## src/logic/map_205_pkg.sv

```systemverilog
package map_205_pkg;

	// bus and storage widths
	typedef logic [7:0]  byte_t;     // cpu data, register contents and save-state data
	typedef logic [14:0] cpu_addr_t; // cpu address below A15
	typedef logic [13:0] ppu_addr_t;
	typedef logic [18:0] rom_addr_t; // prg and chr rom, 512 KB each
	typedef logic [1:0]  block_t;    // outer 128 KB block of the multicart
	typedef logic [7:0]  ss_addr_t;

	// mmc3 control register indices, formed from cpu A14, A13 and A0
	// index 1 is bank data, indices 5 to 7 are the irq reload, disable and enable strobes
	localparam logic [2:0] REG_CFG     = 3'd0; // bank select, prg swap and chr invert
	localparam logic [2:0] REG_MIRROR  = 3'd2;
	localparam logic [2:0] REG_RAM_CFG = 3'd3;
	localparam logic [2:0] REG_RELOAD  = 3'd4; // irq reload value

	// save-state map
	// addresses 0 to 7 hold the control registers and 8 to 15 the bank registers
	localparam ss_addr_t SS_IRQ_CTR = 8'd16;
	localparam ss_addr_t SS_STATUS  = 8'd17; // irq flags and block
	localparam ss_addr_t SS_MAP_IDX = 8'd127;

endpackage

```

## src/logic/mmc3_regs.sv

```systemverilog
`timescale 1ns/100ps

module mmc3_regs
	import map_205_pkg::*;
#(
	parameter byte_t MAP_IDX = 8'd205
)
(
	input  logic      m2,
	input  logic      map_rst,
	input  cpu_addr_t cpu_addr,
	input  byte_t     cpu_dat,
	input  logic      cpu_ce,
	input  logic      cpu_rw,
	input  logic      cfg_mir_v,
	input  logic      ss_act,
	input  logic      ss_we,
	input  ss_addr_t  ss_addr,
	input  byte_t     irq_ctr,
	input  byte_t     irq_status_byte,
	output byte_t     bank_regs [0:7],
	output logic      swap_control,
	output logic      chr_invert,
	output logic      mirror_mode,
	output logic      ram_on,
	output block_t    block,
	output byte_t     reload_val,
	output logic      irq_reload_wr,
	output logic      irq_disable_wr,
	output logic      irq_enable_wr,
	output logic      ss_irq_we,
	output byte_t     ss_irq_dat,
	output byte_t     ss_rdat
);

	byte_t      mmc_regs [0:7];
	logic [2:0] reg_idx;
	logic       reg_wr;
	logic       blk_wr;
	logic       ss_wr;

	assign reg_idx = {cpu_addr[14], cpu_addr[13], cpu_addr[0]};

	// cpu writes are held off while a save-state transfer runs
	assign reg_wr = !ss_act & !cpu_ce & !cpu_rw;
	assign blk_wr = !ss_act & cpu_ce & !cpu_rw & (cpu_addr[14:13] == 2'b11); // $6000-$7FFF
	assign ss_wr  = ss_act & ss_we;

	assign swap_control = mmc_regs[REG_CFG][6];
	assign chr_invert   = mmc_regs[REG_CFG][7];
	assign mirror_mode  = mmc_regs[REG_MIRROR][0]; // 1 selects horizontal
	assign ram_on       = mmc_regs[REG_RAM_CFG][7];
	assign reload_val   = mmc_regs[REG_RELOAD];

	assign irq_reload_wr  = reg_wr & (reg_idx == 3'd5);
	assign irq_disable_wr = reg_wr & (reg_idx == 3'd6);
	assign irq_enable_wr  = reg_wr & (reg_idx == 3'd7);

	// the save-state port carries its write data on the cpu data bus
	assign ss_irq_we  = ss_wr & (ss_addr == SS_STATUS);
	assign ss_irq_dat = cpu_dat;

	always_ff @(negedge m2)
	begin
		if (map_rst)
		begin
			for (int i = 0; i < 8; i++)
				mmc_regs[i] <= '0;
			mmc_regs[REG_MIRROR] <= {7'd0, cfg_mir_v};

			// power-on banks, chr 0/2 in 2 KB and 4-7 in 1 KB, prg 0 and 1
			bank_regs[0] <= 8'd0;
			bank_regs[1] <= 8'd2;
			bank_regs[2] <= 8'd4;
			bank_regs[3] <= 8'd5;
			bank_regs[4] <= 8'd6;
			bank_regs[5] <= 8'd7;
			bank_regs[6] <= 8'd0;
			bank_regs[7] <= 8'd1;

			block <= '0;
		end
		else if (ss_wr)
		begin
			if (ss_addr[7:3] == 5'd0)
				mmc_regs[ss_addr[2:0]] <= cpu_dat;
			else if (ss_addr[7:3] == 5'd1)
				bank_regs[ss_addr[2:0]] <= cpu_dat;
			else if (ss_addr == SS_STATUS)
				block <= cpu_dat[6:5]; // irq flags of this byte go to the irq block
		end
		else if (reg_wr)
		begin
			mmc_regs[reg_idx] <= cpu_dat;
			if (reg_idx == 3'd1)
				bank_regs[mmc_regs[REG_CFG][2:0]] <= cpu_dat;
		end
		else if (blk_wr)
			block <= cpu_dat[1:0];
	end

	always_comb
	begin
		if (ss_addr[7:3] == 5'd0)
			ss_rdat = mmc_regs[ss_addr[2:0]];
		else if (ss_addr[7:3] == 5'd1)
			ss_rdat = bank_regs[ss_addr[2:0]];
		else if (ss_addr == SS_IRQ_CTR)
			ss_rdat = irq_ctr;
		else if (ss_addr == SS_STATUS)
			ss_rdat = irq_status_byte | {1'b0, block, 5'd0};
		else if (ss_addr == SS_MAP_IDX)
			ss_rdat = MAP_IDX;
		else
			ss_rdat = 8'hff;
	end

endmodule

```

## src/logic/prg_bank_map.sv

```systemverilog
`timescale 1ns/100ps

module prg_bank_map
	import map_205_pkg::*;
(
	input  cpu_addr_t cpu_addr,
	input  logic      cpu_ce,
	input  byte_t     bank_regs [0:7],
	input  logic      swap_control,
	input  block_t    block,
	output rom_addr_t prg_addr
);

	logic [4:0] prg_bank; // 8 KB bank within the 32-bank window of a block
	logic [5:0] prg_outer;

	always_comb
	begin
		if (cpu_ce)
			prg_bank = '0;
		else
		begin
			case (cpu_addr[14:13])
				2'd0:
					prg_bank = swap_control ? 5'h1e : bank_regs[6][4:0];
				2'd1:
					prg_bank = bank_regs[7][4:0];
				2'd2:
					prg_bank = swap_control ? bank_regs[6][4:0] : 5'h1e;
				default:
					prg_bank = 5'h1f; // $E000 is fixed to the last bank
			endcase
		end
	end

	// blocks 0 and 1 span 256 KB each and blocks 2 and 3 span 128 KB each
	always_comb
	begin
		if (!block[1])
			prg_outer = {block[0], prg_bank};
		else
			prg_outer = {block, prg_bank[3:0]};
	end

	assign prg_addr = {prg_outer, cpu_addr[12:0]};

endmodule

```

## src/logic/chr_bank_map.sv

```systemverilog
`timescale 1ns/100ps

module chr_bank_map
	import map_205_pkg::*;
(
	input  ppu_addr_t ppu_addr,
	input  logic      ppu_we,
	input  logic      cfg_chr_ram,
	input  byte_t     bank_regs [0:7],
	input  logic      chr_invert,
	input  logic      mirror_mode,
	input  block_t    block,
	output rom_addr_t chr_addr,
	output logic      chr_ce,
	output logic      chr_we,
	output logic      ciram_a10,
	output logic      ciram_ce
);

	byte_t      chr_bank; // 1 KB bank number
	logic [8:0] chr_outer;
	logic       pattern_area;

	// chr_invert swaps which pattern table half gets the 2 KB banks
	always_comb
	begin
		if (ppu_addr[12] == chr_invert)
			chr_bank = {bank_regs[{2'b00, ppu_addr[11]}][7:1], ppu_addr[10]};
		else
			chr_bank = bank_regs[3'd2 + {1'b0, ppu_addr[11:10]}];
	end

	always_comb
	begin
		if (block == 2'd0)
			chr_outer = {1'b0, chr_bank}; // block 0 sees the first 256 KB
		else
			chr_outer = {block, chr_bank[6:0]};
	end

	assign chr_addr = {chr_outer, ppu_addr[9:0]};

	assign pattern_area = !ppu_addr[13];
	assign chr_ce       = pattern_area;
	assign ciram_ce     = pattern_area; // active low, so ciram is enabled above $2000

	// ppu_we is active low
	assign chr_we = cfg_chr_ram & !ppu_we & pattern_area;

	// vertical mirroring follows A10, horizontal follows A11
	assign ciram_a10 = mirror_mode ? ppu_addr[11] : ppu_addr[10];

endmodule

```

## src/logic/scanline_irq.sv

```systemverilog
`timescale 1ns/100ps

module scanline_irq
	import map_205_pkg::*;
#(
	parameter int A12_QUIET = 4
)
(
	input  logic  m2,
	input  logic  map_rst,
	input  logic  ss_act,
	input  logic  ppu_addr12,
	input  logic  mmc3b_mode,
	input  byte_t reload_val,
	input  logic  irq_reload_wr,
	input  logic  irq_disable_wr,
	input  logic  irq_enable_wr,
	input  logic  ss_irq_we,
	input  byte_t ss_irq_dat,
	output logic  irq,
	output byte_t irq_ctr,
	output byte_t irq_status_byte
);

	logic [A12_QUIET-1:0] a12_hist; // newest sample in bit 0
	logic                 a12_rise;
	logic                 irq_on;
	logic                 irq_pend;
	logic                 irq_reload_req;
	logic                 ctr_reload;
	logic                 irq_act;

	// a rise only counts after A12 has been low long enough, which drops the
	// short A12 pulses of sprite fetches within one scanline
	assign a12_rise = !ss_act & ppu_addr12 & (a12_hist == '0);

	// the MMC3B reloads on every clock that finds the counter at 0
	assign ctr_reload = irq_reload_req | (mmc3b_mode & (irq_ctr == 8'd0));

	assign irq_act = irq_on & a12_rise &
		((!ctr_reload & (irq_ctr == 8'd1)) | (ctr_reload & (reload_val == 8'd0)));

	assign irq = irq_pend | irq_act;

	// save-state keeps each flag as a bit pair and any mismatch means set
	assign irq_status_byte = {3'b000, irq_on, irq_pend, 1'b0, irq_reload_req, 1'b0};

	always_ff @(negedge m2)
	begin
		if (!ss_act)
			a12_hist <= {a12_hist[A12_QUIET-2:0], ppu_addr12};
	end

	always_ff @(negedge m2)
	begin
		if (map_rst)
		begin
			irq_on         <= 1'b0;
			irq_pend       <= 1'b0;
			irq_reload_req <= 1'b0;
			irq_ctr        <= '0;
		end
		else if (ss_act)
		begin
			if (ss_irq_we)
			begin
				irq_reload_req <= ss_irq_dat[1] ^ ss_irq_dat[0];
				irq_pend       <= ss_irq_dat[3] ^ ss_irq_dat[2];
				irq_on         <= ss_irq_dat[4];
			end
		end
		else
		begin
			if (a12_rise)
			begin
				if (ctr_reload)
				begin
					irq_ctr        <= reload_val;
					irq_reload_req <= 1'b0;
				end
				else if (irq_ctr == 8'd0)
					irq_ctr <= reload_val;
				else
					irq_ctr <= irq_ctr - 8'd1;

				if (irq_act)
					irq_pend <= 1'b1;
			end

			// register writes win over a counter clock in the same cycle
			if (irq_reload_wr)
				irq_reload_req <= 1'b1;
			if (irq_disable_wr)
			begin
				irq_on   <= 1'b0;
				irq_pend <= 1'b0; // disabling also acknowledges
			end
			if (irq_enable_wr)
				irq_on <= 1'b1;
		end
	end

endmodule

```

## src/logic/map_205.sv

```systemverilog
`timescale 1ns/100ps

module map_205
	import map_205_pkg::*;
#(
	parameter byte_t MAP_IDX   = 8'd205,
	parameter int    A12_QUIET = 4
)
(
	input  logic      m2,
	input  logic      map_rst,
	input  cpu_addr_t cpu_addr,
	input  byte_t     cpu_dat,
	input  logic      cpu_ce,
	input  logic      cpu_rw,
	input  ppu_addr_t ppu_addr,
	input  logic      ppu_oe,
	input  logic      ppu_we,
	input  logic      cfg_mir_v,
	input  logic      cfg_chr_ram,
	input  logic      mmc3b_mode,
	input  logic      ss_act,
	input  logic      ss_we,
	input  ss_addr_t  ss_addr,
	output rom_addr_t prg_addr,
	output rom_addr_t chr_addr,
	output logic      rom_ce,
	output logic      prg_oe,
	output logic      chr_oe,
	output logic      chr_ce,
	output logic      chr_we,
	output logic      ciram_a10,
	output logic      ciram_ce,
	output logic      map_cpu_oe,
	output logic      irq,
	output byte_t     ss_rdat
);

	byte_t  bank_regs [0:7];
	logic   swap_control;
	logic   chr_invert;
	logic   mirror_mode;
	logic   ram_on;
	block_t block;
	byte_t  reload_val;
	logic   irq_reload_wr;
	logic   irq_disable_wr;
	logic   irq_enable_wr;
	logic   ss_irq_we;
	byte_t  ss_irq_dat;
	byte_t  irq_ctr;
	byte_t  irq_status_byte;

	assign rom_ce = !cpu_ce;
	assign prg_oe = cpu_rw;
	assign chr_oe = !ppu_oe;

	// with prg-ram off the $6000-$7FFF window reads as open bus
	assign map_cpu_oe = cpu_ce & (cpu_addr[14:13] == 2'b11) & !ram_on & cpu_rw;

	mmc3_regs #(
		.MAP_IDX(MAP_IDX)
	) u_regs (
		.m2(m2),
		.map_rst(map_rst),
		.cpu_addr(cpu_addr),
		.cpu_dat(cpu_dat),
		.cpu_ce(cpu_ce),
		.cpu_rw(cpu_rw),
		.cfg_mir_v(cfg_mir_v),
		.ss_act(ss_act),
		.ss_we(ss_we),
		.ss_addr(ss_addr),
		.irq_ctr(irq_ctr),
		.irq_status_byte(irq_status_byte),
		.bank_regs(bank_regs),
		.swap_control(swap_control),
		.chr_invert(chr_invert),
		.mirror_mode(mirror_mode),
		.ram_on(ram_on),
		.block(block),
		.reload_val(reload_val),
		.irq_reload_wr(irq_reload_wr),
		.irq_disable_wr(irq_disable_wr),
		.irq_enable_wr(irq_enable_wr),
		.ss_irq_we(ss_irq_we),
		.ss_irq_dat(ss_irq_dat),
		.ss_rdat(ss_rdat)
	);

	prg_bank_map u_prg (
		.cpu_addr(cpu_addr),
		.cpu_ce(cpu_ce),
		.bank_regs(bank_regs),
		.swap_control(swap_control),
		.block(block),
		.prg_addr(prg_addr)
	);

	chr_bank_map u_chr (
		.ppu_addr(ppu_addr),
		.ppu_we(ppu_we),
		.cfg_chr_ram(cfg_chr_ram),
		.bank_regs(bank_regs),
		.chr_invert(chr_invert),
		.mirror_mode(mirror_mode),
		.block(block),
		.chr_addr(chr_addr),
		.chr_ce(chr_ce),
		.chr_we(chr_we),
		.ciram_a10(ciram_a10),
		.ciram_ce(ciram_ce)
	);

	scanline_irq #(
		.A12_QUIET(A12_QUIET)
	) u_irq (
		.m2(m2),
		.map_rst(map_rst),
		.ss_act(ss_act),
		.ppu_addr12(ppu_addr[12]),
		.mmc3b_mode(mmc3b_mode),
		.reload_val(reload_val),
		.irq_reload_wr(irq_reload_wr),
		.irq_disable_wr(irq_disable_wr),
		.irq_enable_wr(irq_enable_wr),
		.ss_irq_we(ss_irq_we),
		.ss_irq_dat(ss_irq_dat),
		.irq(irq),
		.irq_ctr(irq_ctr),
		.irq_status_byte(irq_status_byte)
	);

endmodule

```

## config.mk

```make
export PLATFORM = sky130hd
export DESIGN_NAME = map_205
export DESIGN_NICKNAME = d
export VERILOG_FILES = /design/src/logic/map_205_pkg.sv /design/src/logic/mmc3_regs.sv /design/src/logic/prg_bank_map.sv /design/src/logic/chr_bank_map.sv /design/src/logic/scanline_irq.sv /design/src/logic/map_205.sv
export SDC_FILE = /design/constraint.sdc
export NUM_CORES = 1
export LEC_CHECK = 0
export BUFFER_PORTS_ARGS = -buffer_cell sky130_fd_sc_hd__buf_2
export CORE_UTILIZATION = 53
export CTS_CLUSTER_DIAMETER = 80
export DETAILED_ROUTE_END_ITERATION = 16
export MAX_ROUTING_LAYER = met4
export PLACE_DENSITY = 0.78
export SLEW_MARGIN = 40
export SYNTH_ARGS = -nofsm -noshare
export SYNTH_HDL_FRONTEND = slang
export SYNTH_SLANG_ARGS = --single-unit
```

## constraint.sdc

```tcl
create_clock -name m2 -period 3.1 [get_ports m2]
set_clock_uncertainty 0.05 [all_clocks]
set_input_delay 0.155 -clock m2 [delete_from_list [all_inputs] [get_ports m2]]
set_output_delay 0.155 -clock m2 [all_outputs]
set_load 0.005 [all_outputs]
```

==> results.sh <==
export IMPL_busiest_layer="met2"
export IMPL_synth_edf_count=68
export IMPL_grt_max_degree=42
export IMPL_cts_buffers=17
export IMPL_cp_end_kind="primary output"
export IMPL_synth_top_cells_by_area="edfxtp_1, dfxtp_1, mux2i_1, and2_1, nand2_1"
export IMPL_synth_cell_types=70
export IMPL_drv_slew=0
export IMPL_status="finished, violations left"
export IMPL_rsz0062_at_grt="yes"
export IMPL_tightest_slew_ns=0.665
export IMPL_htreeDepth=4
export IMPL_io_buffers=66
export IMPL_die_w_um=126
export IMPL_grt_use_total_pct=36.7
export IMPL_yosys_area_top_type="edfxtp_1"
export IMPL_synth_top_area_share_pct=24.9
export IMPL_drive_above_1_share_pct=32.7
export IMPL_syn_area_um2=8190
export IMPL_syn_nets=854
export IMPL_num_antenna_cells=0
export IMPL_antenna_found_initial=0
export IMPL_vdd_drop_max_mv=0.481
export IMPL_dr_pass1_iters=5
export IMPL_relSlewSlack_pct=55.6
export IMPL_clk_latency_ns=0.48
export IMPL_fin_setup_tns_ns=-11.30
export IMPL_worst_slack_ns=-0.827
export IMPL_cp_start_kind="register"
export IMPL_wire_per_inst_um=22.2
export IMPL_cts_path_max_buffers=2
export IMPL_powerDensity_nw_per_um2=499
export IMPL_crit_arrival_ns=3.72
export IMPL_dp_slack_ns=-0.475
export IMPL_clkTransAtPathRegs_ns=0.03
export IMPL_postSynthAreaPerCell_um2=10.3
export IMPL_clkSinkCount=145
export IMPL_drt_iter0_drc=983
export IMPL_worstPathCellList="mux2_4, a221o_1, a221oi_2, buf_4, a211oi_2, buf_2"
export IMPL_row_count=45
export IMPL_path_class="register to primary output"
export IMPL_violations="setup timing"
export IMPL_area_growth_pct=36.1
export IMPL_met3_usage_pct=10.7
export IMPL_gp_congestion=0.986
export IMPL_drv_cap=0
export IMPL_ios=111
export IMPL_vias=8106
export IMPL_start_util_pct=54.1
export IMPL_first_global_vias=8086
export IMPL_timing_critical_path_buf_inv=2
export IMPL_tritoncts="built"
export IMPL_holdBufCountCts=0
export IMPL_vias_per_cell=6.29
export IMPL_async_reset_ff_share_pct=0
export IMPL_final_cell_mix="inv_1, buf_4, mux2i_1"
export IMPL_grt_ovfl_total=0
export IMPL_routed_wl_mm=28.5
export IMPL_required_ns=2.89
export IMPL_dieArea_um2=15900
export IMPL_cp_slowest_cell="edfxtp_1"
export IMPL_synth_seq_cells=145
export IMPL_root_buffer="clkbuf_16"
export IMPL_dp_hpwl_mm=18.5
export IMPL_hold_class="input port to primary output"
export IMPL_coreArea_um2=15100
export IMPL_cp_top_family="compound AO/OA/AOI/OAI gates"
export IMPL_hold_viol=0
export IMPL_final_common_cell="inv_1"
export IMPL_dp_cells=1106
export IMPL_instances_no_fill=1288
export IMPL_die_h_um=126
export IMPL_drc_errors=0
export IMPL_setup_viol=23
export IMPL_grt_pass1_wl_mm=42.2
export IMPL_ys_flop_type="dfxtp_1"
export IMPL_critPathMaxStageDelay_ns=0.42
export IMPL_yosysSeqAreaShare_pct=43.8
export IMPL_ys_warn_count=0
export IMPL_p_leak_nw=5.33
export IMPL_layout_nets=1147
export IMPL_drt_antenna_violating_nets=0
export IMPL_netlist_instances=795
export IMPL_use_met2_pct=55.6
export IMPL_cp_max_fo=1
export IMPL_use_met1_pct=42.8
## state kept, by name, summed over array words and instances (netlist names)
signal                count
u_irq.a12_hist            4
u_irq.irq_ctr             8
u_irq.irq_on              1
u_irq.irq_pend            1
u_irq.irq_reload_req      1
u_regs.bank_regs         64
u_regs.block              2
u_regs.mmc_regs          64
## per-stage QoR
stage	utilization [%]	total power, mW	hold WS, ns	area (um2)
2_1_floorplan	-	2.70	0.287	8290
3_3_place_gp	62.8	2.93	0.260	9510
3_5_place_dp	62.9	2.94	0.260	9520
4_1_cts	72.1	5.52	0.260	10900
5_1_grt	73.6	5.84	0.260	11100
6_report	73.6	5.56	0.260	11100
## final timing paths
check	cells after the start	endpoint	from	slack (ns)
min reg2reg	2	u_regs.bank_regs[7]	u_regs.bank_regs[7]	0.41
min	0	chr_addr[3]	ppu_addr[3]	0.26
max	6	ss_rdat[3]	u_regs.mmc_regs[0][3]	-0.83
max reg2reg	7	u_irq.irq_ctr[2]	u_irq.irq_ctr[0]	1.09
## cell families (layout without fill, tap and decap cells)
family | count (synthesis) | in the layout | synth area share, %
DFF | 145 | 145 | 43.8
xor gates and xnor gates | 3 | 3 | 0.321
and+or+nand+nor | 282 | 282 | 19.3
AOI/OAI and AO/OA | 148 | 148 | 13.9
adders and majority gates | 3 | 3 | 0.459
buffers and inverters | 96 | 401 | 6.05
muxes | 118 | 118 | 16.2
## what timing repair did
| action | in CTS | in global routing |
|---|---|---|
| setup buffers | 5 | 9 |
| endpoints found under the hold margin | 0 | 0 |
| gates resized for setup | 63 | 48 |
| setup endpoints to repair | 25 | 50 |
| cloned | 1 | 0 |
| pin swaps | 31 | 18 |
## layout make-up
cell class              count  area, um2
multi-input cells         554       4600
fillers                  1002       4000
flip-flops and latches    145       3590
repair buffers            210       1570
clock inverters           159        676
clock buffers              17        425
well taps                 188        235
inverters                  15       56.3
## synth_stat cells (all sizes together) (10+ instances only)
| library cell | instances |
|---|---|
| nor2 | 25 |
| nand2 | 87 |
| o21ai | 23 |
| a22oi | 11 |
| nor4 | 10 |
| buf | 40 |
| and2 | 71 |
| a221oi | 24 |
| inv | 16 |
| clkbuf | 40 |
| a21oi | 15 |
| edfxtp | 68 |
| nand3 | 19 |
| mux2i | 86 |
| mux2 | 23 |
| dfxtp | 77 |
| nor3 | 15 |
## where the power goes
group / total, mW / switching (mW) / internal (mW) / leakage, nW
sequential: 2.11 / 0.0367 / 2.07 / 1.27
clock: 2.81 / 1.44 / 1.37 / 1.05
combinational: 0.641 / 0.367 / 0.275 / 3.01
total: 5.56 / 1.84 / 3.72 / 5.33
## routing by layer
layer  part of all wire, %  vias up
li1                      -     3535
met3                   9.8      135
met2                    48      567
met5                     0        -
met4                   5.0        0
met1                    38     3869
Power figures use the tool's default switching activity.
